## src/verilog/video_pkg.sv

```systemverilog
package video_pkg;

    // Beam position and raster flags, one pixel per clock
    typedef struct packed {
        logic [5:0] x;
        logic [4:0] y;
        logic       hblank;
        logic       vblank;
        logic       hsync;
        logic       vsync;
    } raster_t;

    // Pixel from one tile layer
    typedef struct packed {
        logic       opaque;
        logic [3:0] bank;
    } layer_pxl_t;

    typedef enum logic {
        CPU_READ  = 1'b0,
        CPU_WRITE = 1'b1
    } cpu_op_e;

    typedef struct packed {
        cpu_op_e     op;
        logic [11:0] addr;
        logic [15:0] wdata;
    } cpu_cmd_t;

    // Region select in addr[11:9], codes 3 to 5 read as zero
    typedef enum logic [2:0] {
        TGT_LAYER0  = 3'd0,
        TGT_LAYER1  = 3'd1,
        TGT_LAYER2  = 3'd2,
        TGT_PALETTE = 3'd6,
        TGT_MIXER   = 3'd7
    } cpu_target_e;

    typedef enum logic [1:0] {
        BUS_IDLE,
        BUS_ACCESS,
        BUS_ACK
    } bus_state_e;

    typedef struct packed {
        logic [7:0] red;
        logic [7:0] green;
        logic [7:0] blue;
        logic       hblank;
        logic       vblank;
        logic       hsync;
        logic       vsync;
    } video_out_t;

    // Memory sizes
    localparam int TILEMAP_DEPTH = 256;
    localparam int PATTERN_DEPTH = 128;
    localparam int PALETTE_DEPTH = 64;

    // Register words inside a layer region and the mixer region
    localparam logic [6:0] REG_HSCROLL  = 7'd0;
    localparam logic [6:0] REG_VSCROLL  = 7'd1;
    localparam logic [8:0] MIX_FRONT    = 9'd0;
    localparam logic [8:0] MIX_BACKDROP = 9'd1;

    // Sync pulse placement
    localparam int HSYNC_START = 34;
    localparam int HSYNC_END   = 36;
    localparam int VSYNC_LINE  = 25;

    function automatic cpu_target_e addr_target(logic [11:0] addr);
        return cpu_target_e'(addr[11:9]);
    endfunction

endpackage

```

## src/verilog/tile_layer.sv

```systemverilog
module tile_layer (
    input  logic                  clk,
    input  logic                  reset,
    input  video_pkg::raster_t    raster,
    input  logic                  sel,
    input  video_pkg::cpu_cmd_t   cmd,
    output logic [15:0]           rdata,
    output video_pkg::layer_pxl_t pxl
);
    import video_pkg::*;

    // Tile entry is {bank, pattern}, pattern row has bit 7 leftmost
    logic [7:0] tilemap [TILEMAP_DEPTH];
    logic [7:0] pattern [PATTERN_DEPTH];

    logic [6:0] hscroll;
    logic [6:0] vscroll;

    logic [6:0] sx;
    logic [6:0] sy;
    logic [7:0] tile;
    logic [7:0] row_bits;

    logic [7:0] row_q;
    logic [3:0] bank_q;
    logic [2:0] col_q;

    logic       is_map;
    logic       is_pat;
    logic       is_reg;
    logic       wr;

    // Scrolled position wraps on the 128x128 playfield
    assign sx = {1'b0, raster.x} + hscroll;
    assign sy = {2'b0, raster.y} + vscroll;

    assign tile     = tilemap[{sy[6:3], sx[6:3]}];
    assign row_bits = pattern[{tile[3:0], sy[2:0]}];

    // Stage 1: tile and pattern row
    always_ff @(posedge clk) begin
        row_q  <= row_bits;
        bank_q <= tile[7:4];
        col_q  <= sx[2:0];
    end

    // Stage 2: pixel select
    always_ff @(posedge clk) begin
        pxl.opaque <= row_q[3'd7 - col_q];
        pxl.bank   <= bank_q;
    end

    // CPU port
    assign is_map = !cmd.addr[8];
    assign is_pat = cmd.addr[8] && !cmd.addr[7];
    assign is_reg = cmd.addr[8] && cmd.addr[7];
    assign wr     = sel && (cmd.op == CPU_WRITE);

    always_ff @(posedge clk) begin
        if (wr && is_map) begin
            tilemap[cmd.addr[7:0]] <= cmd.wdata[7:0];
        end
        if (wr && is_pat) begin
            pattern[cmd.addr[6:0]] <= cmd.wdata[7:0];
        end
    end

    always_ff @(posedge clk) begin
        if (reset) begin
            hscroll <= '0;
            vscroll <= '0;
        end else if (wr && is_reg) begin
            if (cmd.addr[6:0] == REG_HSCROLL) begin
                hscroll <= cmd.wdata[6:0];
            end
            if (cmd.addr[6:0] == REG_VSCROLL) begin
                vscroll <= cmd.wdata[6:0];
            end
        end
    end

    // Read data one cycle after the strobe
    always_ff @(posedge clk) begin
        if (sel) begin
            if (is_map) begin
                rdata <= {8'h00, tilemap[cmd.addr[7:0]]};
            end else if (is_pat) begin
                rdata <= {8'h00, pattern[cmd.addr[6:0]]};
            end else if (cmd.addr[6:0] == REG_HSCROLL) begin
                rdata <= {9'h000, hscroll};
            end else if (cmd.addr[6:0] == REG_VSCROLL) begin
                rdata <= {9'h000, vscroll};
            end else begin
                rdata <= '0;
            end
        end
    end

endmodule

```

## config.mk

```make
export PLATFORM = sky130hd
export DESIGN_NAME = tile_layer
export DESIGN_NICKNAME = d
export VERILOG_FILES = /design/src/verilog/video_pkg.sv /design/src/verilog/tile_layer.sv
export SDC_FILE = /design/constraint.sdc
export NUM_CORES = 2
export LEC_CHECK = 0
export BUFFER_PORTS_ARGS = -buffer_cell sky130_fd_sc_hd__clkbuf_2
export CAP_MARGIN = 10
export CORE_MARGIN = 8
export CORE_UTILIZATION = 45
export DETAILED_ROUTE_END_ITERATION = 10
export HOLD_SLACK_MARGIN = 0.02
export PLACE_DENSITY_LB_ADDON = 0.15
export SYNTH_ARGS = -nofsm -noshare
export SYNTH_HDL_FRONTEND = slang
export SYNTH_SLANG_ARGS = --single-unit
```

## constraint.sdc

```tcl
create_clock -name clk -period 5.4 [get_ports clk]
set_input_delay 0.27 -clock clk [delete_from_list [all_inputs] [get_ports clk]]
set_output_delay 0.27 -clock clk [all_outputs]
set_load 0.005 [all_outputs]
```

==> results.json <==
{
  "wire_per_inst_um": 40.3,
  "path_depth": 23,
  "gp_congestion": 0.990,
  "synth_mux_area_share_pct": 25.4,
  "dpl.cell_count": 13200,
  "worst_path_largest_cell_delay_ns": 0.74,
  "worstMarginPinSlew_ns": 1.37,
  "ant_nets": 0,
  "synth_compound_area_share_pct": 4.21,
  "nets": 9236,
  "fmax_mhz": 185,
  "reg2reg_to": "row_q[7]",
  "reg2reg_depth": 23,
  "worst-path-buf-inv": 9,
  "layout_setup_ws_ns": -0.00982,
  "grt_util_all_layers_pct": 30.7,
  "cp_slowest_cell": "nor2_1",
  "path_delay_family": "simple AND/OR/NAND/NOR gates",
  "clk_pin_slew_ns": 0.06,
  "synth-seq-area-share_pct": 62.0,
  "synth_xor_area_share_pct": 0.0524,
  "drc": 0,
  "cts_root_buf": "clkbuf_16",
  "drtIter0Drc": 15900,
  "grt_pass1_wl_um": 772000,
  "register_area_sq_mm": 0.0932,
  "synth_ff_type": "edfxtp_1",
  "skew_ns": 0.0616,
  "slew_headroom_pct": 8.12,
  "maxCapViolCount": 0,
  "yosys.area_share.simple_pct": 5.95,
  "startpoint": "vscroll[0]",
  "finalSetupTns_ns": -0.0108,
  "synth-edff-count": 3080,
  "core_area_sq_mm": 0.333,
  "endpoint_kind": "flip-flop",
  "viasPerCell": 7.02,
  "critical_path_peak_fanout": 10,
  "synth.top_cell.area_share_pct": 61.5,
  "dr.pass1.iters": 8,
  "synthArstFlopShare_pct": 0,
  "yosysWarnings": 0,
  "syn_area_per_cell_sq_um": 17.5,
  "grt_pass1_vias": 94900,
  "fin_crit_sh_pct": 100,
  "synth-seq-cells": 3114,
  "layout_commonest_cell": "edfxtp_1",
  "synthCells": 8583,
  "syn_to_final_growth_pct": 15.1,
  "fill_cells": 26600,
  "min-delay-start": "raster[11]",
  "synthAdderAreaFrac_pct": 0.118,
  "cts_max_path_buffers": 4,
  "drive_above_1_share_pct": 33.6,
  "finalCriticalPeriod_ns": 5.41,
  "failed_checks": "negative setup slack",
  "port_buffers": 44,
  "r2r-start": "vscroll[0]",
  "hpwl_um": 380000,
  "path_cells": "ha_4 -> inv_1 -> fa_4 -> nand2b_1 -> a21oi_1 -> buf_4 -> xnor2_2 -> buf_12 -> buf_4 -> nor2_1 -> nand4_1 -> o311ai_2 -> buf_4 -> o22a_1 -> o211ai_4 -> buf_12 -> buf_4 -> nand3b_1 -> buf_12 -> buf_4 -> a21oi_1 -> a221oi_2 -> o211a_1",
  "pin_count": 68,
  "cp.required_ns": 6.29,
  "setup-violations-final": 2,
  "final_cell_mix": "3,080 x edfxtp_1, 1,604 x mux4_2, 848 x nand2_1",
  "grt_max_degree": 174,
  "synth_cell_types": 90,
  "layoutNonFillerInstCount": 13900,
  "hold_path.class": "in2reg",
  "max-vdd-ir-drop_uv": 228,
  "gr-total-overflow": 0,
  "synthesis.area_sq_mm": 0.150,
  "worstSkewPairLatency_ns": 0.96,
  "fp.dieArea_sq_mm": 0.353,
  "cp_common_cell": "buf_4",
  "multiInputGateArea_sq_mm": 0.0543,
  "hold_viol_final": 0,
  "antenna_found_initial": 47,
  "critPathKind": "reg2reg",
  "status": "complete, but fails checks",
  "ys_top_cells_by_area": "edfxtp_1 62%, mux4_2 24%, nand2_1 2.2%",
  "vias": 97400,
  "rows": 212,
  "slew_viol_final": 0,
  "die_y_um": 594,
  "power_density_mw_per_mm2": 318,
  "routed_wirelength_um": 559000,
  "rsz0062_at_grt": "false",
  "startpoint_type": "flip-flop",
  "hold_end": "col_q[2]",
  "r2r_slack_ns": -0.01,
  "p_leak_nw": 55.2,
  "synth_top_family_by_area": "multiplexers",
  "min_delay_path_depth": 3,
  "worst-endpoint-arrival_ns": 6.30,
  "cts_tree": "yes",
  "die_w_um": 594,
  "numCtsBuffers": 344,
  "htree_levels": 5,
  "clock_sinks": 3114,
  "initial_core_util_pct": 45.2,
  "yosys.area.top_type": "edfxtp_1"
}
## sequential cells by signal, indices dropped and copies added (netlist names)
name and flops:
bank_q 4, col_q 3, hscroll 7, pattern 1024, pxl 5, rdata 8, row_q 8, tilemap 2048
vscroll 7
## cells in the mapped netlist, types with 9 or more instances
cell type,number
a2111oi_0,26
mux2i_1,185
buf_4,48
inv_1,11
a31oi_1,62
buf_6,19
a21boi_0,10
o21ai_1,12
edfxtp_1,3080
a32oi_1,15
nor2_1,503
o21ai_0,67
mux4_2,1604
o2111ai_1,19
nand2_1,869
buf_1,132
nand4_1,39
ha_1,11
a221o_1,26
a221oi_1,28
o31ai_1,9
nor4_1,32
clkbuf_1,379
a21oi_1,134
nand3_1,255
nor2b_1,36
o211a_1,9
a311oi_1,116
nand3b_1,18
nand2b_1,84
nor3_1,35
and2_1,17
and3_1,86
or3_1,9
a211oi_1,115
o211ai_1,23
o22ai_1,41
dfxtp_1,34
buf_2,156
a211o_1,11
mux2_2,21
a22oi_1,66
## worst reg2reg max path, stage by stage (launching register included)
cell      delay (ns)
dfxtp_1         0.41
ha_4            0.16
inv_1           0.05
fa_4            0.43
nand2b_1        0.18
a21oi_1         0.14
buf_4           0.15
xnor2_2         0.12
buf_12          0.19
buf_4           0.22
nor2_1          0.74
nand4_1         0.56
o311ai_2        0.25
buf_4           0.20
o22a_1          0.21
o211ai_4        0.14
buf_12          0.17
buf_4           0.16
nand3b_1        0.14
buf_12          0.15
buf_4           0.11
a21oi_1         0.04
a221oi_2        0.23
o211a_1         0.20
## layout make-up
cell class | instances | share of cell area, %
clock inverters | 170 | 0.909
flip-flops and latches | 3114 | 53.8
well taps | 4387 | 3.17
diodes | 24 | 0.0347
multi-input cells | 4725 | 31.4
inverters | 13 | 0.0282
repair buffers | 978 | 5.25
clock buffers | 456 | 5.39
## stage by stage
step / hold WS, ns / cell area (sq um) / util [%] / power [W] / worst slack, ns
final: 0.136 / 173000 / 52.0 / 0.0550 / -0.00982
after detailed placement: 0.313 / 162000 / 48.5 / 0.0321 / -0.916
after global routing: 0.167 / 173000 / 52.0 / 0.0562 / 0.00375
after global placement: 0.312 / 162000 / 48.5 / 0.0321 / -0.930
after floorplan: 0.310 / 150000 / - / 0.0298 / 1.26
after CTS: 0.0603 / 173000 / 51.9 / 0.0551 / 0.00430
## metal layers
metal	vias up	GRT usage [%]	wire length, um
met5	-	0	221
met4	34	10.8	23600
met3	1142	9.20	71200
met2	7109	45.6	246000
met1	51900	43.4	218000
li1	37200	-	-
## report_power, final
group,switching [W],total (W),internal [W],leakage [nW]
Sequential,0.0000270,0.0266,0.0266,28.0
Clock,0.00986,0.0232,0.0133,5.28
Combinational,0.00315,0.00514,0.00199,22.0
## worst max-delay path by stage
stage	end
final	row_q[7]
after global routing	row_q[6]
after CTS	row_q[5]
after detailed placement	row_q[4]
after global placement	row_q[4]
after floorplan	row_q[0]
## logic make-up after synthesis
family,Yosys count
simple gates,2021
buf+inv,751
other cells,1
flops,3114
mux,1811
compound gates,863
fa+ha+maj,13
xor+xnor,9
## timing repair
| action | in CTS | in global routing |
|---|---|---|
| gates resized for setup | 19 | 35 |
| setup buffers | 7 | 7 |
| endpoints found under the hold margin | 715 | 0 |
| pin swaps | 5 | 8 |
| setup endpoints to repair | 8 | 9 |
| hold buffers | 15 | 0 |
(Power assumes the default switching activity.)
