### config.mk
export PLATFORM = sky130hd
export DESIGN_NAME = video_timer
export DESIGN_NICKNAME = d
export VERILOG_FILES = /design/src/verilog/video_pkg.sv /design/src/verilog/video_timer.sv
export SDC_FILE = /design/constraint.sdc
export NUM_CORES = 1
export LEC_CHECK = 0
export ABC_AREA = 1
export BUFFER_PORTS_ARGS = -buffer_cell sky130_fd_sc_hd__buf_2
export CAP_MARGIN = 5
export CORE_MARGIN = 4
export CORE_UTILIZATION = 50
export CTS_BUF_LIST = sky130_fd_sc_hd__clkbuf_16
export CTS_CLUSTER_SIZE = 24
export DETAILED_ROUTE_END_ITERATION = 6
export PLACE_DENSITY = 0.78
export SKIP_CTS_REPAIR_TIMING = 1
export SLEW_MARGIN = 20
export SYNTH_ARGS = -nofsm -noshare
export SYNTH_HDL_FRONTEND = slang
export SYNTH_SLANG_ARGS = --single-unit
### constraint.sdc
create_clock -name clk -period 2.19 [get_ports clk]
set_input_delay 0.5475 -clock clk [delete_from_list [all_inputs] [get_ports clk]]
set_output_delay 0.5475 -clock clk [all_outputs]
set_load 0.01 [all_outputs]
### src/verilog/video_pkg.sv
package video_pkg;

    // Beam position and raster flags, one pixel per clock
    typedef struct packed {
        logic [5:0] x;
        logic [4:0] y;
        logic       hblank;
        logic       vblank;
        logic       hsync;
        logic       vsync;
    } raster_t;

    // Pixel from one tile layer
    typedef struct packed {
        logic       opaque;
        logic [3:0] bank;
    } layer_pxl_t;

    typedef enum logic {
        CPU_READ  = 1'b0,
        CPU_WRITE = 1'b1
    } cpu_op_e;

    typedef struct packed {
        cpu_op_e     op;
        logic [11:0] addr;
        logic [15:0] wdata;
    } cpu_cmd_t;

    // Region select in addr[11:9], codes 3 to 5 read as zero
    typedef enum logic [2:0] {
        TGT_LAYER0  = 3'd0,
        TGT_LAYER1  = 3'd1,
        TGT_LAYER2  = 3'd2,
        TGT_PALETTE = 3'd6,
        TGT_MIXER   = 3'd7
    } cpu_target_e;

    typedef enum logic [1:0] {
        BUS_IDLE,
        BUS_ACCESS,
        BUS_ACK
    } bus_state_e;

    typedef struct packed {
        logic [7:0] red;
        logic [7:0] green;
        logic [7:0] blue;
        logic       hblank;
        logic       vblank;
        logic       hsync;
        logic       vsync;
    } video_out_t;

    // Memory sizes
    localparam int TILEMAP_DEPTH = 256;
    localparam int PATTERN_DEPTH = 128;
    localparam int PALETTE_DEPTH = 64;

    // Register words inside a layer region and the mixer region
    localparam logic [6:0] REG_HSCROLL  = 7'd0;
    localparam logic [6:0] REG_VSCROLL  = 7'd1;
    localparam logic [8:0] MIX_FRONT    = 9'd0;
    localparam logic [8:0] MIX_BACKDROP = 9'd1;

    // Sync pulse placement
    localparam int HSYNC_START = 34;
    localparam int HSYNC_END   = 36;
    localparam int VSYNC_LINE  = 25;

    function automatic cpu_target_e addr_target(logic [11:0] addr);
        return cpu_target_e'(addr[11:9]);
    endfunction

endpackage

### src/verilog/video_timer.sv
module video_timer #(
    parameter int H_ACTIVE = 32,
    parameter int H_TOTAL  = 40,
    parameter int V_ACTIVE = 24,
    parameter int V_TOTAL  = 28
) (
    input  logic               clk,
    input  logic               reset,
    output video_pkg::raster_t raster
);
    import video_pkg::*;

    logic [5:0] x_next;
    logic [4:0] y_next;
    logic       line_end;

    // Full raster word for a given beam position
    function automatic raster_t make_raster(logic [5:0] x, logic [4:0] y);
        raster_t r;
        r.x      = x;
        r.y      = y;
        r.hblank = (x >= 6'(H_ACTIVE));
        r.vblank = (y >= 5'(V_ACTIVE));
        r.hsync  = (x >= 6'(HSYNC_START)) && (x <= 6'(HSYNC_END));
        r.vsync  = (y == 5'(VSYNC_LINE));
        return r;
    endfunction

    // Next beam position
    always_comb begin
        line_end = (raster.x == 6'(H_TOTAL - 1));
        x_next   = line_end ? 6'd0 : raster.x + 6'd1;
        y_next   = raster.y;
        if (line_end) begin
            if (raster.y == 5'(V_TOTAL - 1)) begin
                y_next = 5'd0;
            end else begin
                y_next = raster.y + 5'd1;
            end
        end
    end

    // Flags are registered with the counters so all fields stay aligned
    always_ff @(posedge clk) begin
        if (reset) begin
            raster <= make_raster(6'd0, 5'd0);
        end else begin
            raster <= make_raster(x_next, y_next);
        end
    end

endmodule

==> results of run 1 <==
[stage by stage]
step	hold WS [ps]	area [sq um]	util	setup WS (ps)
after floorplan	537.9	735.7	-	827.6
after global placement	515.3	830.8	0.6154	784.2
after detailed placement	527.4	830.8	0.6154	725.7
after CTS	535.8	910.9	0.6747	715.7
after global routing	564.3	910.9	0.6747	568.8
final	532.6	910.9	0.6747	737.4
[synth_stat cells, drive strengths merged, types with 2 or more instances]
cell,count
nand2,24
ha,3
o21ai,3
nor2,16
inv,16
nand4,4
nand3,9
nor3,3
a21oi,2
dfxtp,15
[area by class of cell]
type | instances | area [sq um]
Inverter | 16 | 60.06
Clock buffer | 3 | 75.07
Timing Repair Buffer | 16 | 80.08
Tap cell | 15 | 18.77
Sequential cell | 15 | 300.3
Multi-Input combinational cell | 66 | 371.6
Clock inverter | 1 | 5.005
Fill cell | 117 | 439.2
[logic make-up (layout without fill, tap and decap cells)]
group	Yosys count	after routing	synth area share
flip-flops	15	15	0.4082
adder cells (fa/ha/maj)	3	3	0.05103
XOR/XNOR	2	2	0.02381
AO/OA/AOI/OAI	5	5	0.03912
buffers and inverters	17	36	0.08673
AND/OR/NAND/NOR	56	56	0.3911
[power groups by stage]
stage / clock network, W / registers, W / logic [W]
finish: 0.000353 / 0.000285 / 0.0000342
global route: 0.000377 / 0.000286 / 0.0000370
CTS: 0.000364 / 0.000285 / 0.0000341
detailed placement: 0 / 0.000291 / 0.0000327
global placement: 0 / 0.000290 / 0.0000322
floorplan: 0 / 0.000292 / 0.0000205
[critical path, stage by stage (launching register included)]
cell     delay (ps)
dfxtp_1         400
ha_1            240
nand2_1         100
nor2_4          220
nand3_1         120
nand2_2         120
nor2_2           40
nand2_1          60
nor2_2           30
[path summary, 6_finish.rpt]
| kind | from | end | cells past startpoint |
|---|---|---|---|
| max | raster[9]$_SDFF_PP0_ | raster[0]$_SDFF_PP0_ | 8 |
| max reg2reg | raster[9]$_SDFF_PP0_ | raster[0]$_SDFF_PP0_ | 8 |
| min reg2reg | raster[5]$_SDFF_PP0_ | raster[5]$_SDFF_PP0_ | 2 |
| min | raster[5]$_SDFF_PP0_ | raster[5]$_SDFF_PP0_ | 2 |
[per-layer routing]
metal,vias to the layer above,global-route usage,share of wire
met5,-,0,0
met4,0,0.1193,0.028
met3,5,0.03516,0.039
met2,17,0.2665,0.46
met1,276,0.2084,0.47
li1,344,-,-
==> impl_metrics.toml, run 1 <==
[outcome]
status = "completed"

[floorplan]
die_h_microns = 46.36
io_pins = 17
die-width_microns = 46.36
core-area_sq_um = 1350
dieArea_sq_um = 2149
start_util = 0.5449
rows = 13

[global_routing]
grt_pass1_vias = 613
antenna_found_initial = 0
grt_max_degree = 10
track_usage = 0.1717
grt_pass1_wl_microns = 2559
grt_overflow = 0

[layout]
largest_reg_flops = 15
n_antenna_cell = 0
nNetsFinal = 123
finalNonFillerCells = 132
layout_common_cells = "nand2_1, buf_2, dfxtp_1"
area_growth_syn_to_layout_pct = 23.81
top_regs = "raster x15"
final_common_cell = "nand2_1"
final_layout_size_suffix_gt1_frac = 0.3077
largest_register = "raster"

[sta]
setup_viol = 0
tightestPinTransition_ps = 279.2
skew_ps = 2.480
min_period_ps = 1453
max-slew-margin-rel = 0.8125
finalHoldViolCount = 0
finalCritPeriodShare = 0.6633
clock.fmax_ghz = 0.6884
rsz0062_at_grt = "no"
finalSetupTns_ps = 0
slew_viol_final = 0

[job]
maxCapViolCount = 0

[setup_path]
crit_type = "reg -> reg"
worstPathMaxFanout = 8
crit_path_end_kind = "register"
r2r_slack_ps = 740
cp.required_ps = 2330
cp_data_arrival_time_ps = 1590
cp-start-kind = "register"

[clock_network]
clk_pin_slew_ps = 50
clock_path_buffers = 2
cts_tree = "done"
cts_made_buffers = 3
root_buffer = "clkbuf_16"
clk_latency_ps = 240
clock_sinks = 15
h-tree-depth = 1

[place]
numPortBuffers = 16
hpwlAfterDp_microns = 1120
gp_congestion = 0.8277
dpl.cell_count = 128

[synth]
synth_cell_types = 21
synth_flop_cell = "dfxtp_1"
synth_seq_cells = 15
syn_nets = 103
yosys.area.top_type = "dfxtp_1"
netlist_area_sq_um = 735.7
synthArstFlopShare = 0
yosysSeqAreaShare = 0.4082
synthTopCellsByArea = "dfxtp_1, nand2_1, inv_1, ha_1, nor2_1"
synth_cells = 98
yosys.area.top_type_share = 0.4082
yosysWarnings = 0
avgSynthCellArea_sq_um = 7.507
synth_edf_count = 0

[power_and_ir_drop]
leakage_nw = 0.4723
p_sw_frac = 0.2058
p_clk_frac = 0.525
p_per_area_nw_per_um2 = 738.7
comb_power_share = 0.051
fin_total_pwr_w = 0.0006729
p_seq_frac = 0.424
p_int_w = 0.0005344
irDropWorstVdd_mv = 0.4481
p_sw_w = 0.0001385

[routing]
drt-total-wl_microns = 1480
wire_per_inst_microns = 11.21
drt-vias-per-instance = 4.864
route.antenna.remaining_nets = 0
drt_iter0_markers = 27
drcViolationCount = 0
first_pass_iters = 4
vias = 642

[hold_path]
hp-class = "reg -> reg"
Power figures use the tool's default switching activity.
==> inputs of run 2 (changes only) <==
==> constraint.sdc (replaced) <==
create_clock -name clk -period 1.5 [get_ports clk]
set_input_delay 0.375 -clock clk [delete_from_list [all_inputs] [get_ports clk]]
set_output_delay 0.375 -clock clk [all_outputs]
set_load 0.01 [all_outputs]
==> run 2 against run 1 <==
Routed wire length grew 1.9%; sequential share of layout area shrank 0.88 points; largest cell class unchanged; largest power group unchanged; worst setup slack lost 610 ps; fmax grew 6.0%; design area grew 2.7%; register-to-register slack lost 610 ps; clock power grew 46%.
==> impl_metrics.toml, run 2 (synthesis results as in run 1) <==
[outcome]
status = "completed"

[setup_path]
cp_data_arrival_time_ps = 1510
cp-start-kind = "register"
path_cells = "ha_2 > nand4_1 > o21ai_2 > inv_1 > nand3_1 > nor2_2"
cp_num_buf_inv = 1
slowest_delay_ps = 370
cpMaxStageDelayCell = "dfxtp_1"
worstPathMaxFanout = 4
cp.required_ps = 1640
crit_path_end_kind = "register"
crit_type = "reg -> reg"
path_delay_family = "flip-flops"

[sta]
finalSetupTns_ps = 0
finalCritPeriodShare = 0.9139
rsz0062_at_grt = "no"
finalHoldViolCount = 0
min_period_ps = 1371
setup_viol = 0
skew_ps = 0.8110
clock.fmax_ghz = 0.7295
slew_viol_final = 0
max-slew-margin-rel = 0.8511
tightestPinTransition_ps = 222.6

[global_routing]
met1_usage = 0.1756
busiest_layer = "met2"
grt_util_met2 = 0.2473
track_usage = 0.1614
gr-usage-met3 = 0.06250
antenna_found_initial = 0
grt_overflow = 0
grt_pass1_vias = 582
grt_max_degree = 10
grt_pass1_wl_microns = 2332

[routing]
drt-total-wl_microns = 1508
drcViolationCount = 0
first_pass_iters = 3
vias = 671
route.antenna.remaining_nets = 0
drt_iter0_markers = 10
drt-vias-per-instance = 4.970
wire_per_inst_microns = 11.17

[floorplan]
start_util = 0.5449
io_pins = 17
rows = 13
die_h_microns = 46.36
dieArea_sq_um = 2149
die-width_microns = 46.36
core-area_sq_um = 1350

[layout]
layout_common_cells = "nand2_1, buf_2, dfxtp_1"
finish.utilization = 0.6932
final_common_cell = "nand2_1"
nNetsFinal = 126
top_regs = "raster x15"
largest_register = "raster"
n_antenna_cell = 0
final_area_sq_um = 935.9
finalNonFillerCells = 135
final_layout_size_suffix_gt1_frac = 0.3333
fillers = 107
area_growth_syn_to_layout_pct = 27.21
largest_reg_flops = 15

[clock_network]
cts_made_buffers = 3
cts_tree = "done"
clock_sinks = 15
clk_latency_ps = 240
h-tree-depth = 1
clk_pin_slew_ps = 50
clock_path_buffers = 2
root_buffer = "clkbuf_16"

[place]
hpwlAfterDp_microns = 1100
gp_congestion = 0.8222
numPortBuffers = 16
placed_area_sq_um = 845.8
dpl.cell_count = 130

[power_and_ir_drop]
irDropWorstVdd_mv = 0.6509
leakage_nw = 0.4841
p_per_area_nw_per_um2 = 1056

[job]
maxCapViolCount = 0

[hold_path]
hp-class = "in -> reg"
==> run 2: power breakdown <==
part / leakage (nW) / switching, W / internal, W
logic: 0.322 / 0.0000358 / 0.0000254
registers: 0.121 / 0.00000598 / 0.000407
clock network: 0.0409 / 0.000159 / 0.000355
total: 0.484 / 0.000200 / 0.000787
==> run 2: metal layers <==
metal  wire, microns  share of wire
met5               0              0
met4              44          0.029
met3              58          0.038
met2             705           0.47
met1             700           0.46
==> run 2: area by class of cell <==
class	count	area, sq um	area share
Tap cell	15	18.77	0.02005
Clock buffer	3	75.07	0.08021
Multi-Input combinational cell	66	374.1	0.3997
Sequential cell	15	300.3	0.3209
Inverter	16	60.06	0.06417
Timing Repair Buffer	19	102.6	0.1096
Clock inverter	1	5.005	0.005348
==> run 2: final timing paths <==
check / start / end / slack [ps] / cells past startpoint
worst min register to register: raster[5]$_SDFF_PP0_ / raster[5]$_SDFF_PP0_ / 540 / 2
worst max register to register: raster[5]$_SDFF_PP0_ / raster[0]$_SDFF_PP0_ / 130 / 6
worst max-delay path: raster[5]$_SDFF_PP0_ / raster[0]$_SDFF_PP0_ / 130 / 6
worst min-delay path: reset / raster[5]$_SDFF_PP0_ / 430 / 2
==> run 2: metrics by stage <==
step	power [W]	hold slack [ps]	worst slack, ps
floorplan	0.0004561	537.9	137.6
global placement	0.0004773	511.6	118.0
finish	0.0009879	434.4	129.2
CTS	0.0009988	429.6	82.23
detailed placement	0.0004793	525.8	103.5
global route	0.001033	447.2	13.73
==> inputs of run 3 (changes only) <==
--- a/config.mk
+++ b/config.mk
@@ -14,6 +14,7 @@
 export CTS_CLUSTER_SIZE = 24
 export DETAILED_ROUTE_END_ITERATION = 6
 export PLACE_DENSITY = 0.78
+export REMOVE_ABC_BUFFERS = 1
 export SKIP_CTS_REPAIR_TIMING = 1
 export SLEW_MARGIN = 20
 export SYNTH_ARGS = -nofsm -noshare
==> run 3 against run 2 <==
Die area unchanged; sequential power hardly changed; sequential share of layout area increased by 0.30 points; critical endpoint unchanged; clock skew grew 1.7 ps; sequential cell count stayed put; worst hold slack improved by 5.4 ps; power shrank 1.3%.
==> impl_metrics.toml, run 3 (synthesis results as in run 1) <==
[outcome]
status = "completed"

[sta]
finalSetupTns_ps = 0
tightestPinTransition_ps = 250.4
max-slew-margin-rel = 0.8319
clock.fmax_ghz = 0.7212
finalCritPeriodShare = 0.9244
slew_viol_final = 0
finalHoldViolCount = 0
hold-worst-slack_ps = 439.8
setup_viol = 0
skew_ps = 2.504
rsz0062_at_grt = "no"
min_period_ps = 1387

[hold_path]
hp-class = "in -> reg"
hold_start = "reset"
holdPathStages = 2
holdPathEnd = "raster[10]$_SDFF_PP0_"

[place]
numPortBuffers = 16
gp_congestion = 0.8358
dpl.cell_count = 130
hpwlAfterDp_microns = 1162

[setup_path]
r2r_slack_ps = 110
cp_num_buf_inv = 2
path_delay_family = "simple AND/OR/NAND/NOR gates"
crit_path_end_kind = "register"
cp.required_ps = 1630
cpMaxStageDelayCell = "dfxtp_1"
rr_startpoint = "raster[9]$_SDFF_PP0_"
reg2reg_depth = 8
cp_data_arrival_time_ps = 1520
path_cells = "ha_1 > nand2_1 > inv_2 > nand3_4 > o21ai_2 > inv_1 > nand3_1 > nor2_2"
worstPathMaxFanout = 6
crit-reg2reg-capture = "raster[0]$_SDFF_PP0_"
crit_type = "reg -> reg"
cp-start-kind = "register"
slowest_delay_ps = 330

[layout]
fillers = 119
top_regs = "raster x15"
multi_input_area_sq_um = 374.1
nNetsFinal = 125
layout_common_cells = "nand2_1, buf_2, inv_1, dfxtp_1, nor2_1"
finalNonFillerCells = 134
largest_register = "raster"
finish.utilization = 0.6867
final_layout_size_suffix_gt1_frac = 0.3193
seqCellArea_sq_um = 300.3
area_growth_syn_to_layout_pct = 26.02
n_antenna_cell = 0
largest_reg_flops = 15
final_common_cell = "nand2_1"

[job]
maxCapViolCount = 0

[routing]
drt_iter0_markers = 15
first_pass_iters = 5
drt-vias-per-instance = 5.097
wire_per_inst_microns = 11.87
vias = 683
drcViolationCount = 0
drt-total-wl_microns = 1591
route.antenna.remaining_nets = 0

[power_and_ir_drop]
p_seq_frac = 0.423
p_per_area_nw_per_um2 = 1052
leakage_nw = 0.4807
p_int_w = 0.0007830
p_clk_frac = 0.514
irDropWorstVdd_mv = 0.7782
comb_power_share = 0.063
p_sw_frac = 0.1970
p_sw_w = 0.0001921

[clock_network]
cts_tree = "done"
cts_made_buffers = 3
clk_pin_slew_ps = 50
root_buffer = "clkbuf_16"
clk_latency_ps = 240
h-tree-depth = 1
clock_path_buffers = 2
clock_sinks = 15

[floorplan]
die_h_microns = 46.36
dieArea_sq_um = 2149
die-width_microns = 46.36
rows = 13
io_pins = 17
core-area_sq_um = 1350
start_util = 0.5449

[global_routing]
grt_overflow = 0
grt_max_degree = 10
track_usage = 0.1757
grt_pass1_wl_microns = 2628
grt_pass1_vias = 628
antenna_found_initial = 0
-- run 3: metrics by stage --
| stage | worst slack, ps | power, W | cell area (sq um) |
|---|---|---|---|
| after floorplan | 137.6 | 0.0004533 | 732.0 |
| after global placement | 132.3 | 0.0004771 | 845.8 |
| after detailed placement | 101.6 | 0.0004802 | 845.8 |
| after CTS | 85.24 | 0.0009793 | 924.6 |
| after global routing | 0.1054 | 0.001000 | 927.1 |
| final | 113.4 | 0.0009751 | 927.1 |
-- run 3: worst max-delay path by stage --
stage                               startpoint                    to  slack (ps)  cells after the start
after floorplan           raster[9]$_SDFF_PP0_  raster[0]$_SDFF_PP0_         140                      8
after global placement    raster[5]$_SDFF_PP0_  raster[0]$_SDFF_PP0_         130                      6
after detailed placement  raster[5]$_SDFF_PP0_  raster[0]$_SDFF_PP0_         100                      6
after CTS                 raster[5]$_SDFF_PP0_  raster[8]$_SDFF_PP0_          90                      6
after global routing      raster[9]$_SDFF_PP0_  raster[8]$_SDFF_PP0_         0.1                      8
final                     raster[9]$_SDFF_PP0_  raster[0]$_SDFF_PP0_         110                      8
-- run 3: power groups by stage --
stage | combinational, W | sequential [W] | clock, W
final | 0.0000611 | 0.000413 | 0.000501
after global placement | 0.0000575 | 0.000420 | 0
after floorplan | 0.0000271 | 0.000426 | 0
after CTS | 0.0000609 | 0.000413 | 0.000506
after global routing | 0.0000664 | 0.000413 | 0.000521
after detailed placement | 0.0000601 | 0.000420 | 0
-- run 3: worst reg2reg max path: cells and delay by family, from the launching register on --
family | cells | cell delay [ps]
AOI/OAI and AO/OA | 1 | 210
adders and majority gates | 1 | 220
buffers and inverters | 2 | 160
DFF | 1 | 330
and+or+nand+nor | 4 | 370
-- run 3: final cells by class --
type / instances / share of cell area
multi-input cells: 66 / 0.4035
flip-flops and latches: 15 / 0.3239
clock buffers: 3 / 0.08097
repair buffers: 18 / 0.1026
well taps: 15 / 0.02024
clock inverters: 1 / 0.004049
inverters: 16 / 0.06478
-- run 3: routing by layer --
metal	routed length (microns)	vias to the layer above	GRT usage	share of wire
li1	-	350	-	-
met1	675	304	0.2155	0.42
met2	789	27	0.2940	0.50
met3	114	2	0.03516	0.072
met4	11	0	0.07386	0.0069
met5	0	-	0	0
