File: src/verilog/video_pkg.sv
package video_pkg;

    // Beam position and raster flags, one pixel per clock
    typedef struct packed {
        logic [5:0] x;
        logic [4:0] y;
        logic       hblank;
        logic       vblank;
        logic       hsync;
        logic       vsync;
    } raster_t;

    // Pixel from one tile layer
    typedef struct packed {
        logic       opaque;
        logic [3:0] bank;
    } layer_pxl_t;

    typedef enum logic {
        CPU_READ  = 1'b0,
        CPU_WRITE = 1'b1
    } cpu_op_e;

    typedef struct packed {
        cpu_op_e     op;
        logic [11:0] addr;
        logic [15:0] wdata;
    } cpu_cmd_t;

    // Region select in addr[11:9], codes 3 to 5 read as zero
    typedef enum logic [2:0] {
        TGT_LAYER0  = 3'd0,
        TGT_LAYER1  = 3'd1,
        TGT_LAYER2  = 3'd2,
        TGT_PALETTE = 3'd6,
        TGT_MIXER   = 3'd7
    } cpu_target_e;

    typedef enum logic [1:0] {
        BUS_IDLE,
        BUS_ACCESS,
        BUS_ACK
    } bus_state_e;

    typedef struct packed {
        logic [7:0] red;
        logic [7:0] green;
        logic [7:0] blue;
        logic       hblank;
        logic       vblank;
        logic       hsync;
        logic       vsync;
    } video_out_t;

    // Memory sizes
    localparam int TILEMAP_DEPTH = 256;
    localparam int PATTERN_DEPTH = 128;
    localparam int PALETTE_DEPTH = 64;

    // Register words inside a layer region and the mixer region
    localparam logic [6:0] REG_HSCROLL  = 7'd0;
    localparam logic [6:0] REG_VSCROLL  = 7'd1;
    localparam logic [8:0] MIX_FRONT    = 9'd0;
    localparam logic [8:0] MIX_BACKDROP = 9'd1;

    // Sync pulse placement
    localparam int HSYNC_START = 34;
    localparam int HSYNC_END   = 36;
    localparam int VSYNC_LINE  = 25;

    function automatic cpu_target_e addr_target(logic [11:0] addr);
        return cpu_target_e'(addr[11:9]);
    endfunction

endpackage

File: src/verilog/cpu_bus_decoder.sv
module cpu_bus_decoder #(
    parameter int NUM_LAYERS = 3
) (
    input  logic                  clk,
    input  logic                  reset,
    input  logic                  cpu_req,
    input  video_pkg::cpu_cmd_t   cpu_cmd,
    output logic                  cpu_ack,
    output logic [15:0]           cpu_rdata,
    output video_pkg::cpu_cmd_t   tgt_cmd,
    output logic [NUM_LAYERS-1:0] layer_sel,
    output logic                  pal_sel,
    output logic                  mix_sel,
    input  logic [15:0]           layer_rdata [NUM_LAYERS],
    input  logic [15:0]           mix_rdata
);
    import video_pkg::*;

    bus_state_e  state;
    cpu_target_e target;
    logic        access;

    assign target = addr_target(tgt_cmd.addr);
    assign access = (state == BUS_ACCESS);

    // Four-phase handshake
    always_ff @(posedge clk) begin
        if (reset) begin
            state <= BUS_IDLE;
        end else begin
            case (state)
                BUS_IDLE: begin
                    if (cpu_req) begin
                        state <= BUS_ACCESS;
                    end
                end
                BUS_ACCESS: begin
                    state <= BUS_ACK;
                end
                BUS_ACK: begin
                    // Hold ack for as long as the CPU keeps req high
                    if (!cpu_req) begin
                        state <= BUS_IDLE;
                    end
                end
                default: begin
                    state <= BUS_IDLE;
                end
            endcase
        end
    end

    // Command is captured once and held for the whole access
    always_ff @(posedge clk) begin
        if (state == BUS_IDLE && cpu_req) begin
            tgt_cmd <= cpu_cmd;
        end
    end

    // One-cycle select strobes
    always_comb begin
        layer_sel = '0;
        for (int i = 0; i < NUM_LAYERS; i++) begin
            layer_sel[i] = access && (int'(target) - int'(TGT_LAYER0) == i);
        end
        pal_sel = access && (target == TGT_PALETTE);
        mix_sel = access && (target == TGT_MIXER);
    end

    assign cpu_ack = (state == BUS_ACK);

    // Target read registers keep their word until the next strobe,
    // so the returned data stays valid for the whole ack phase
    always_comb begin
        cpu_rdata = '0;
        for (int i = 0; i < NUM_LAYERS; i++) begin
            if (int'(target) - int'(TGT_LAYER0) == i) begin
                cpu_rdata = layer_rdata[i];
            end
        end
        // Palette and mixer share one return path
        if (target == TGT_PALETTE || target == TGT_MIXER) begin
            cpu_rdata = mix_rdata;
        end
    end

endmodule

File: config.mk
export PLATFORM = sky130hd
export DESIGN_NAME = cpu_bus_decoder
export DESIGN_NICKNAME = d
export VERILOG_FILES = /design/src/verilog/video_pkg.sv /design/src/verilog/cpu_bus_decoder.sv
export SDC_FILE = /design/constraint.sdc
export NUM_CORES = 1
export LEC_CHECK = 0
export BUFFER_PORTS_ARGS = -buffer_cell sky130_fd_sc_hd__buf_2
export CELL_PAD_IN_SITES_DETAIL_PLACEMENT = 0
export CELL_PAD_IN_SITES_GLOBAL_PLACEMENT = 1
export CORE_MARGIN = 1.5
export CORE_UTILIZATION = 24
export CTS_CLUSTER_SIZE = 30
export DETAILED_ROUTE_END_ITERATION = 12
export PLACE_DENSITY = 0.85
export SLEW_MARGIN = 20
export SYNTH_ARGS = -nofsm -noshare
export SYNTH_HDL_FRONTEND = slang
export SYNTH_SLANG_ARGS = --single-unit
File: constraint.sdc
create_clock -name clk -period 3.3 [get_ports clk]
set_input_delay 0.66 -clock clk [delete_from_list [all_inputs] [get_ports clk]]
set_output_delay 0.66 -clock clk [all_outputs]
set_load 0.02 [all_outputs]
==> results of run 1 <==
==> flip-flops by register name, summed over array words and instances, names as in the netlist <==
register and cells:
state 2, tgt_cmd 29
==> worst max-delay path, delay by kind of cell, from the launching register on <==
family / cells / cell delay (ns)
and+or+nand+nor: 1 / 0.75
DFF: 1 / 0.60
AOI/OAI and AO/OA: 1 / 0.23
buffers and inverters: 1 / 0.21
==> Yosys cell counts (all sizes together) <==
master  number
edfxtp      29
nand2b      18
mux2i       16
nand3       16
o221ai      16
buf          9
nor3         5
clkbuf       3
dfxtp        2
nor2b        2
a21oi        1
inv          1
nand2        1
nand3b       1
nor3b        1
or2          1
==> per-stage QoR <==
| stage | hold WS [ns] | power (W) | instance area, sq um | utilization | instances |
|---|---|---|---|---|---|
| finish | 0.549 | 0.00101 | 2490 | 0.385 | 345 |
| global route | 0.530 | 0.00106 | 2490 | 0.385 | 345 |
| CTS | 0.537 | 0.00103 | 2490 | 0.385 | 345 |
| detailed placement | 0.554 | 0.000740 | 2400 | 0.372 | 337 |
| global placement | 0.525 | 0.000736 | 2400 | 0.372 | 337 |
| floorplan | 0.485 | 0.000631 | 1630 | - | 122 |
==> cell families after synthesis <==
family | count (synthesis)
AO/OA/AOI/OAI | 17
buffers and inverters | 13
flip-flops | 31
multiplexers | 16
AND/OR/NAND/NOR | 45
==> power by group through the flow <==
stage	Sequential (W)	Clock (W)	Combinational (W)
final	0.000475	0.000287	0.000252
after global routing	0.000478	0.000310	0.000272
after CTS	0.000476	0.000295	0.000256
after detailed placement	0.000485	0	0.000256
after global placement	0.000483	0	0.000254
after floorplan	0.000510	0	0.000122
==> area by class of cell <==
cell class	count	area, sq um
multi-input combinational	78	632
clock buffer	6	72.6
timing repair buffer	150	761
clock inverter	2	12.5
inverter	1	3.75
sequential	31	911
fill	662	3970
tap	77	96.3
==> metal layers <==
layer	vias to the layer above	part of all wire	track usage
li1	761	-	-
met1	680	0.38	0.135
met2	86	0.50	0.226
met3	5	0.11	0.0516
met4	0	0.013	0.0537
met5	-	0	0
==> final timing paths <==
path,start,end,slack (ns),cells after the start
worst max-delay path,tgt_cmd[27],cpu_rdata[6],0.56,3
worst min-delay path,cpu_cmd[1],tgt_cmd[1],0.55,1
worst max register to register,state[1],tgt_cmd[27],2.07,2
worst min register to register,state[1],state[1],0.55,2
==> placed cells by master (no fill, tap or decap) <==
| cell type | instances |
|---|---|
| sky130_fd_sc_hd__a21oi_1 | 1 |
| sky130_fd_sc_hd__buf_2 | 146 |
| sky130_fd_sc_hd__buf_4 | 4 |
| sky130_fd_sc_hd__clkbuf_1 | 1 |
| sky130_fd_sc_hd__clkbuf_8 | 5 |
| sky130_fd_sc_hd__clkinv_2 | 1 |
| sky130_fd_sc_hd__clkinvlp_4 | 1 |
| sky130_fd_sc_hd__dfxtp_1 | 2 |
| sky130_fd_sc_hd__edfxtp_1 | 29 |
| sky130_fd_sc_hd__inv_1 | 1 |
| sky130_fd_sc_hd__mux2i_1 | 16 |
| sky130_fd_sc_hd__nand2_1 | 1 |
| sky130_fd_sc_hd__nand2b_1 | 18 |
| sky130_fd_sc_hd__nand3_1 | 16 |
| sky130_fd_sc_hd__nand3b_1 | 1 |
| sky130_fd_sc_hd__nor2b_1 | 2 |
| sky130_fd_sc_hd__nor3_1 | 3 |
| sky130_fd_sc_hd__nor3_2 | 2 |
| sky130_fd_sc_hd__nor3b_4 | 1 |
| sky130_fd_sc_hd__o221ai_1 | 8 |
| sky130_fd_sc_hd__o221ai_2 | 8 |
| sky130_fd_sc_hd__or2_1 | 1 |
==> results by stage, run 1 <==
Run status:
- The run finished, with violations left.
- The checks that failed: design-rule violations.

Clock tree:
- The clock-pin transition on the worst setup and hold timing paths is 0.07 ns.
- Counting the buffers created by CTS gives 5.
- The deepest clock path buffer count is 2.
- The number of sinks driven by the clock tree is 31.
- After clock tree synthesis, the flow added hold-fix buffers numbering 0.
- The clock network latency to the later pin of the worst-skew pair is 0.28 ns.
- The count of buffers added by post-CTS timing repair for setup is 0.
- The tree is rooted in a sky130_fd_sc_hd__clkbuf_8.
- The clock tree synthesis step divided the H-tree into 2 levels.
- After clock tree synthesis, the repair step resized 0 gates.
- The TritonCTS clock tree is built.

Power:
- In this run the power spent charging and discharging nets is 0.000298 W.
- Of the total power, the share spent switching nets is 0.294.
- The internal power contribution is 0.000717 W.
- The largest vdd supply drop is 0.365 mV.
- The sequential cell fraction of total power is 0.468.
- The static leakage is 1.17 nW.
- Of the total power, the clock network draws 0.283.
- The ratio of total power to cell area is 408 nW/um^2.
- The fraction of power consumed by combinational cells is 0.249.

Synthesis:
- Of the total synthesized cell area, the portion taken by XOR and XNOR cells is 0.
- The sequential fraction of the synthesis area is 0.561.
- The share of the synthesized area in compound gates (AO/OA/AOI/OAI) came to 0.120.
- The net count after synthesis is 218.
- The area of the mapped netlist is 1620 sq um.
- After synthesis, the netlist uses 21 different library cells.
- The total number of yosys warnings is 0.
- The total of flip-flops plus latches after synthesis is 31.
- Of the post-synthesis cell area, the dominant cell type holds 0.537.
- The adder-cell share of the synthesized area is 0.
- After synthesis, the largest family of logic cells by area is simple AND/OR/NAND/NOR gates.
- Of the total synthesized cell area, the portion taken by AND, OR, NAND and NOR gates is 0.163.
- The mean post-synth cell area is 13.3 sq um.
- The number of instances in the synthesized netlist is 122.
- The synthesized design spends more area on one cell type than any other, namely sky130_fd_sc_hd__edfxtp_1.
- Sorting the synthesized cells by area gives the leading types as sky130_fd_sc_hd__edfxtp_1, sky130_fd_sc_hd__mux2i_1, sky130_fd_sc_hd__o221ai_2.
- After synthesis, the share of cell area in mux cells is 0.0987.

Critical path:
- The maximum fanout along the worst path is 18.
- The worst stage delay on the critical path is 0.75 ns.
- Traced cell by cell, the critical path runs through or2_1 > o221ai_1 > buf_2.
- The worst setup path is captured at an output pin.
- The type of the worst setup path is reg -> out.
- On the critical path, the stage with the largest delay is an instance of sky130_fd_sc_hd__or2_1.
- The required time at the worst-slack endpoint is 2.64 ns.
- Data arrives at the worst endpoint at 2.08 ns.
- The worst setup path is launched from a flip-flop.

Drt:
- The post-detailed-route count of antenna-violating nets is 0.
- For this block, the via count after detailed routing is 1532.
- The number of design-rule violations left by the first detailed-router iteration is 37.
- The number of iterations in the first detailed-routing pass is 8.
- Using the TritonRoute via totals, the vias-per-cell ratio works out to 4.44.
- The routed length per placed instance is 14.1 um.
- Summed over all layers, the routed wires come to 4850 um.
- The post-detailed-route DRC marker count is 8.

STA:
- The worst setup margin is 0.559 ns.
- The slew of the pin with the lowest slew margin is 0.918 ns.
- Setup repair after global routing left no endpoint under its margin.
- The number of slew-limit violations in the final report came to 0.
- The share of the clock period used by the worst path after layout is 0.831.
- The maximum clock skew at final layout is 0.00613 ns.
- Setup violations remaining at the end of the flow were counted as 0.
- The worst pin sits at a relative slew slack of 0.388.
- The fmax is 365 MHz.
- The final-report hold violation count came to 0.
- The final period demand of the worst path is 2.74 ns.
- After routing, the total negative slack on setup checks comes to 0 ns.

Floorplanning:
- The floorplan step defined a core boundary enclosing 6460 sq um.
- The floorplan die area is 7260 sq um.
- Measured along the x axis, the die boundary spans 85.2 um.
- The initial utilization of the core area, before any placement, comes to 0.251.
- Measured along the y axis, the die boundary spans 85.2 um.
- Pin placement for this block handled 147 I/O pins.
- The floorplan row count is 29.

Global route:
- The first global-routing pass estimated 7040 um of wire.
- The all-layer global routing usage is 0.128.
- The number of global-route vias before repair is 1515.
- The largest net degree at the start of global routing is 32.
- The number of antenna violations at the first check in global routing is 0.
- The total overflow left after global routing is 0.

Finish:
- In the final layout, the share of cells above drive strength 1 is 0.627.
- The antenna diode count is 0.
- For this run, the post-layout net count is 363.
- The area growth from synthesis to layout is 53.4%.

Placed design:
- During placement, the flow inserted port buffers numbering 146.
- The final HPWL from detailed placement is 3800 um.
- The placer congestion estimate is 0.697.
- Before CTS, the worst setup slack after placement is 0.769 ns.

Worst hold path:
- The path type of the worst min-delay path is in -> reg.

Flow run:
- The max-capacitance violation count is 0.
Note: power is estimated with default switching activity, not from simulation.
==> run 2: changes to the inputs <==
- clock period: 3.3 -> 2.3 ns (I/O delays scaled with it)
==> run 2 against run 1 <==
Compared with the run above: the run still ends with design-rule violations left; clock skew down 0.00078 ns; setup slack worse by 0.27 ns; total power up 55%; global-route usage down 0.32 points; sequential cell count unchanged; critical path type unchanged; largest cell class unchanged; largest power group unchanged.
==> results by stage, run 2 (synthesis gave the netlist of run 1 again) <==
Run status:
- The run finished, with violations left.
- The final reports fail on design-rule violations.

Global route:
- The largest net degree at the start of global routing is 31 (-3.1%).
- The total global routing overflow came to 0 (unchanged).
- The number of global-route vias before repair is 1603 (+5.8%).
- The first-pass GRT wire length is 6860 um (-2.6%).
- The number of antenna violations at the first check in global routing is 0 (unchanged).
- The all-layer global routing usage came to 0.125 (-0.00321).

Placed design:
- The final HPWL from detailed placement was 3780 um (-0.49%).
- The cell count after placement is 343 (+1.8%).
- The placer congestion estimate is 0.705 (+1.1%).
- The count of input and output buffers came to 146 (unchanged).

Power:
- The static leakage was 1.22 nW (+3.8%).
- The overall power of the completed layout was 0.00157 W (+55%).
- The largest vdd supply drop is 0.485 mV (+33%).
- The ratio of total power to cell area is 613 nW/um^2 (+50%).

Critical path:
- The capture point of the worst reg-to-reg path is tgt_cmd[21].
- The required time at the worst-slack endpoint is 1.84 ns (-0.80 ns).
- The register-to-register path setup slack was 1.06 ns (-1.01 ns).
- The critical path ends at cpu_rdata[11].
- The type of the worst setup path is reg -> out.
- The launching element of the worst setup path is tgt_cmd[25].
- The number of cell instances on the worst register-to-register path is 2 (unchanged).
- The worst-path cell with the longest stage delay is sky130_fd_sc_hd__edfxtp_1.
- The worst stage delay on the critical path is 0.35 ns (-0.40 ns).
- Traced cell by cell, the critical path runs through buf_4 > mux2i_1 > o221ai_2 > buf_2.
- The category of the worst setup path launch point is a flip-flop.
- The maximum fanout along the worst path is 28 (+10).
- The critical register-to-register path startpoint is state[1].
- The endpoint arrival time on the critical path came to 1.55 ns (-0.53 ns).
- The sort of element at the end of the critical path is an output pin.

Finish:
- The layout net count was 369 (+1.7%).
- The area growth from synthesis to layout is 57.8%.
- The register ranked first by flip-flop count is tgt_cmd.
- The number of flip-flops under the largest register name came to 29 (unchanged).
- The antenna diode count is 0 (unchanged).
- The core occupancy in the finished layout is 0.397 (+0.0112).
- The largest registers in the layout are tgt_cmd x29, state x2.
- The proportion of layout cells with a drive suffix above 1 is 0.639 (+0.0118).
- The filler-free cell count of the finished design is 351 (+1.7%).
- Leaving out fill and tap cells, the most frequent cell in the layout is sky130_fd_sc_hd__buf_2.
- The top cell types in the final layout, fill and taps aside, are sky130_fd_sc_hd__buf_2, sky130_fd_sc_hd__edfxtp_1, sky130_fd_sc_hd__nand2b_1, sky130_fd_sc_hd__mux2i_1, sky130_fd_sc_hd__nand3_1.
- The number of fillers in the final layout came to 637 (-3.8%).

Clock tree:
- TritonCTS built the clock tree.
- The H-tree depth reported by CTS is 2 (unchanged).
- The clock-pin transition on the worst setup and hold timing paths is 0.07 ns (about the same).
- The clock network latency to the later pin of the worst-skew pair is 0.27 ns (about the same).
- The number of sinks driven by the clock tree was 31 (unchanged).
- The count of buffers added by post-CTS timing repair for setup is 0 (unchanged).
- The number of hold buffers added after cts is 0 (unchanged).
- The number of instances resized during post-cts repair is 0 (unchanged).
- The root buffer cell chosen for the clock tree is sky130_fd_sc_hd__clkbuf_8.
- The deepest clock path buffer count was 2 (unchanged).
- The number of buffers inserted during clock tree synthesis was 5 (unchanged).

Drt:
- The post-detailed-route DRC marker count came to 8 (unchanged).
- The number of iterations in the first detailed-routing pass is 8 (unchanged).
- The post-detailed-route count of antenna-violating nets is 0 (unchanged).
- The post-detailed-route via-to-cell ratio is 4.40 (-0.88%).
- The overall routed net length is 4740 um (-2.3%).
- The via count came to 1545 (+0.85%).
- The number of design-rule violations left by the first detailed-router iteration is 41 (+11%).
- The routed length per placed instance was 13.5 um (-3.9%).

Worst hold path:
- The min-delay analysis places its worst path in the category in -> reg.

STA:
- Of the available clock period, the critical path in the final layout requires 0.875.
- The maximum clock skew at final layout is 0.00535 ns (-0.000781 ns).
- The total negative slack for setup checks is 0 ns (unchanged).
- The smallest clock period supported by the final layout is computed as 2.01 ns.
- Setup repair after global routing left no endpoint under its margin.
- The final-report hold violation count is 0 (unchanged).
- The number of failing setup endpoints in the final timing report is 0 (unchanged).
- For this run, the top clock speed supported by timing is 497 MHz.
- The number of slew-limit violations in the final report came to 0 (unchanged).
- The slew of the pin with the lowest slew margin is 0.359 ns (-0.559 ns).
- The relative max-transition margin is 0.761 (+0.373).

Floorplanning:
- The effective utilization at floorplan is 0.251 (unchanged).
- The floorplan die area is 7260 sq um (unchanged).
- The number of placed I/O pins is 147 (unchanged).
- The chip height came to 85.2 um (unchanged).
- The width of the chip is 85.2 um (unchanged).
- The area of the core region was 6460 sq um (unchanged).
- The floorplan row count is 29 (unchanged).

Flow run:
- The max-capacitance violation count was 0 (unchanged).
run 2: changes by cell type in the layout (fill, tap and decap cells not counted), sizes merged:
cell / change
clkinvlp: -1
buf: +6
clkbuf: -1
bufinv: +1
clkinv: +1
run 2: per-layer routing:
layer / track usage / vias to the layer above / wire length [um]
li1: - / 774 / -
met1: 0.122 / 679 / 1720
met2: 0.222 / 88 / 2370
met3: 0.0613 / 4 / 597
met4: 0.0551 / 0 / 55
met5: 0 / - / 0
run 2: power by group:
group | internal (W) | leakage (nW) | switching, W
Sequential | 0.000662 | 0.294 | 0.0000108
Combinational | 0.000164 | 0.863 | 0.000217
Clock | 0.000322 | 0.0581 | 0.000193
run 2: cell type report:
class	count	area [sq um]	share of cell area
clock buffer	5	68.8	0.0269
clock inverter	3	43.8	0.0171
inverter	1	3.75	0.00147
multi-input combinational	78	632	0.247
sequential	31	911	0.356
tap	77	96.3	0.0376
timing repair buffer	156	806	0.315
run 2: through the flow:
stage / area, sq um / hold slack (ns) / setup WS (ns)
3_5_place_dp: 2450 / 0.532 / 0.575
3_3_place_gp: 2450 / 0.523 / 0.591
6_report: 2560 / 0.349 / 0.288
2_1_floorplan: 1630 / 0.485 / 0.231
5_1_grt: 2560 / 0.330 / 0.175
4_1_cts: 2560 / 0.339 / 0.260
run 2: worst min path at each step:
| stage | startpoint | to | depth (start not counted) | slack [ns] |
|---|---|---|---|---|
| floorplan | state[1] | state[1] | 2 | 0.48 |
| global placement | state[1] | state[1] | 2 | 0.52 |
| detailed placement | state[1] | state[1] | 2 | 0.53 |
| CTS | reset | state[0] | 2 | 0.34 |
| global route | cpu_cmd[20] | tgt_cmd[20] | 1 | 0.33 |
| finish | reset | state[0] | 2 | 0.35 |
run 2: critical path, delay by kind of cell, from the launching register on:
kind                   cells  cell delay, ns
flip-flops                 1            0.35
buffers and inverters      2            0.50
AO/OA/AOI/OAI              1            0.12
multiplexers               1            0.30
==> run 3: changes to the inputs <==
--- a/config.mk
+++ b/config.mk
@@ -11,4 +11,5 @@
 export CORE_MARGIN = 1.5
 export CORE_UTILIZATION = 24
+export CTS_BUF_LIST = sky130_fd_sc_hd__clkbuf_16
 export CTS_CLUSTER_SIZE = 30
 export DETAILED_ROUTE_END_ITERATION = 12
==> constraint.sdc (replaced) <==
create_clock -name clk -period 2.3 [get_ports clk]
set_input_delay 0.46 -clock clk [delete_from_list [all_inputs] [get_ports clk]]
set_output_delay 0.46 -clock clk [all_outputs]
set_load 0.01 [all_outputs]
==> run 3 against run 2 <==
Compared with the run above: the flow still finishes with violations (design-rule violations); fmax fell by 2.1%; total power increased by 3.2%; global-route usage rose by 1.3 points; critical path type unchanged; largest cell class unchanged.
==> results by stage, run 3 (synthesis gave the netlist of run 1 again) <==
Floorplanning:
- The width of the chip came to 85.2 um (unchanged).
- The floorplan die area was 7260 sq um (unchanged).
- The chip height came to 85.2 um (unchanged).
- The area of the core region is 6460 sq um (unchanged).
- The effective utilization at floorplan was 0.251 (unchanged).
- The number of placed I/O pins was 147 (unchanged).
- The floorplan row count is 29 (unchanged).

Critical path:
- STA classifies the critical path startpoint as a flip-flop.
- The capture point of the worst reg-to-reg path is tgt_cmd[25].
- The type of the worst setup path is reg -> out.
- The number of cell instances on the worst register-to-register path is 2 (unchanged).
- The register-to-register path setup slack is 1.07 ns (about the same).
- The required time at the worst-slack endpoint is 1.84 ns (about the same).
- STA classifies the critical path endpoint as an output pin.
- The endpoint arrival time on the critical path is 1.59 ns (+0.04 ns).
- The critical path starts at tgt_cmd[26].
- The critical register-to-register path startpoint is state[1].
- The maximum fanout along the worst path is 18 (-36%).

Drt:
- The number of design-rule violations left by the first detailed-router iteration was 41 (unchanged).
- The post-detailed-route via-to-cell ratio is 4.51 (+2.4%).
- The post-detailed-route DRC marker count is 8 (unchanged).
- The routed length per placed instance is 14.2 um (+4.9%).
- The post-detailed-route count of antenna-violating nets is 0 (unchanged).
- The overall routed net length was 4930 um (+4.0%).
- The via count is 1569 (+1.6%).
- The number of iterations in the first detailed-routing pass came to 8 (unchanged).

Placed design:
- The placer congestion estimate is 0.713 (+1.1%).
- The final HPWL from detailed placement is 3740 um (-0.98%).
- The pre-CTS setup slack was 0.338 ns (-0.237 ns).
- The count of input and output buffers was 146 (unchanged).

STA:
- The number of failing setup endpoints in the final timing report is 0 (unchanged).
- The maximum clock skew at final layout is 0.00551 ns (+0.000154 ns).
- The number of slew-limit violations in the final report is 0 (unchanged).
- Setup repair after global routing left no endpoint under its margin.
- The fmax is 487 MHz (-2.1%).
- The total negative slack for setup checks is 0 ns (unchanged).
- The share of the clock period used by the worst path after layout is 0.893 (+0.0186).
- The worst setup margin is 0.245 ns (-0.0428 ns).
- The slew of the pin with the lowest slew margin is 0.519 ns (+0.160 ns).
- The final-report hold violation count was 0 (unchanged).
- The final period demand of the worst path is 2.05 ns (+0.0428 ns).
- The relative max-transition margin is 0.654 (-0.107).

Finish:
- The largest registers in the layout are tgt_cmd x29, state x2.
- The layout net count is 366 (-0.81%).
- The proportion of layout cells with a drive suffix above 1 is 0.638 (about the same).
- Leaving out fill and tap cells, the most frequent cells in the layout are sky130_fd_sc_hd__buf_2, sky130_fd_sc_hd__edfxtp_1, sky130_fd_sc_hd__nand2b_1, sky130_fd_sc_hd__mux2i_1, sky130_fd_sc_hd__nand3_1.
- The antenna diode count came to 0 (unchanged).
- From synthesis to final layout, the design area changed by 58.4%.
- The number of flip-flops under the largest register name is 29 (unchanged).
- More flip-flops sit in one register than any other, and that register is tgt_cmd.
- The commonest non-fill, non-tap cell in the layout is sky130_fd_sc_hd__buf_2.

Global route:
- The number of antenna violations at the first check in global routing is 0 (unchanged).
- The total global routing overflow is 0 (unchanged).
- The largest net degree at the start of global routing is 31 (unchanged).
- The first-pass GRT wire length is 7570 um (+10%).
- The all-layer global routing usage is 0.137 (+0.0127).
- The number of global-route vias before repair is 1648 (+2.8%).

Clock tree:
- The clock-pin transition on the worst setup and hold timing paths is 0.05 ns (-0.02 ns).
- The clock network latency to the later pin of the worst-skew pair came to 0.27 ns (about the same).
- The number of buffers inserted during clock tree synthesis was 5 (unchanged).
- The number of sinks driven by the clock tree is 31 (unchanged).
- The H-tree depth reported by CTS is 2 (unchanged).
- The number of hold buffers added after cts is 0 (unchanged).
- Clock tree synthesis selected as its root buffer the cell sky130_fd_sc_hd__clkbuf_16.
- TritonCTS built the clock tree.
- The deepest clock path buffer count is 2 (unchanged).

Power:
- The ratio of total power to cell area came to 630 nW/um^2 (+2.8%).
- The largest vdd supply drop is 0.586 mV (+21%).
- The static leakage is 1.21 nW (-0.45%).

Worst hold path:
- The source of the worst hold timing path is reset.
- The number of cells traversed by the worst hold path is 2 (unchanged).
- The worst hold path belongs to the class in -> reg.
- The path with the worst hold slack has its endpoint at state[0].

Flow run:
- The max-capacitance violation count is 0 (unchanged).

Run status:
- The flow ran to the end, but the final reports show violations.
- The checks that failed: design-rule violations.
==> run 3: changes by cell type in the layout (fill, tap and decap cells not counted) <==
| cell | change |
|---|---|
| sky130_fd_sc_hd__clkbuf_16 | +5 |
| sky130_fd_sc_hd__clkbuf_8 | -5 |
| sky130_fd_sc_hd__buf_4 | -3 |
| sky130_fd_sc_hd__clkinvlp_4 | +2 |
| sky130_fd_sc_hd__bufinv_16 | -1 |
| sky130_fd_sc_hd__clkinv_4 | -1 |
| sky130_fd_sc_hd__or2_1 | -1 |
| sky130_fd_sc_hd__or2_2 | +1 |
==> run 3: how the worst max path moves through the flow <==
stage                              end  cells after the start  slack, ns
after floorplan             tgt_cmd[0]                      1       0.23
after global placement    cpu_rdata[0]                      3       0.37
after detailed placement  cpu_rdata[6]                      3       0.34
after CTS                 cpu_rdata[6]                      3       0.03
after global routing      cpu_rdata[3]                      3       0.10
final                     cpu_rdata[6]                      3       0.25
==> run 3: final cells by class <==
type,instances,area [sq um]
repair buffers,153,783
multi-input cells,78,632
clock inverters,3,20.0
inverters,1,3.75
clock buffers,5,125
fillers,633,3890
well taps,77,96.3
flip-flops and latches,31,911
==> run 3: through the flow <==
step	power (W)	hold slack, ns	util	cell area [sq um]	cells
global route	0.00169	0.350	0.398	2570	348
detailed placement	0.00102	0.542	0.376	2430	340
finish	0.00162	0.351	0.398	2570	348
floorplan	0.000856	0.485	-	1630	122
CTS	0.00164	0.346	0.398	2570	348
global placement	0.00101	0.523	0.376	2430	340
==> run 3: repair_timing <==
action                                  in CTS  in global routing
gates resized for setup                      0                  1
setup buffers                                0                  0
endpoints found under the setup margin       0                 15
hold endpoints to repair                     0                  0
==> run 3: power breakdown <==
part	internal [W]	leakage, nW	switching [W]
logic	0.000159	0.850	0.000168
clock network	0.000397	0.0658	0.000221
registers	0.000664	0.294	0.0000111
==> run 3: worst max-delay path, cell delays in order, from the launching register on <==
cell	delay, ns
sky130_fd_sc_hd__edfxtp_1	0.37
sky130_fd_sc_hd__or2_2	0.52
sky130_fd_sc_hd__o221ai_1	0.26
sky130_fd_sc_hd__buf_2	0.16
==> run 3: routing by layer <==
metal	wire length, um	global-route usage
met5	0	0
met4	63	0.0596
met3	590	0.0593
met2	2510	0.247
met1	1770	0.137
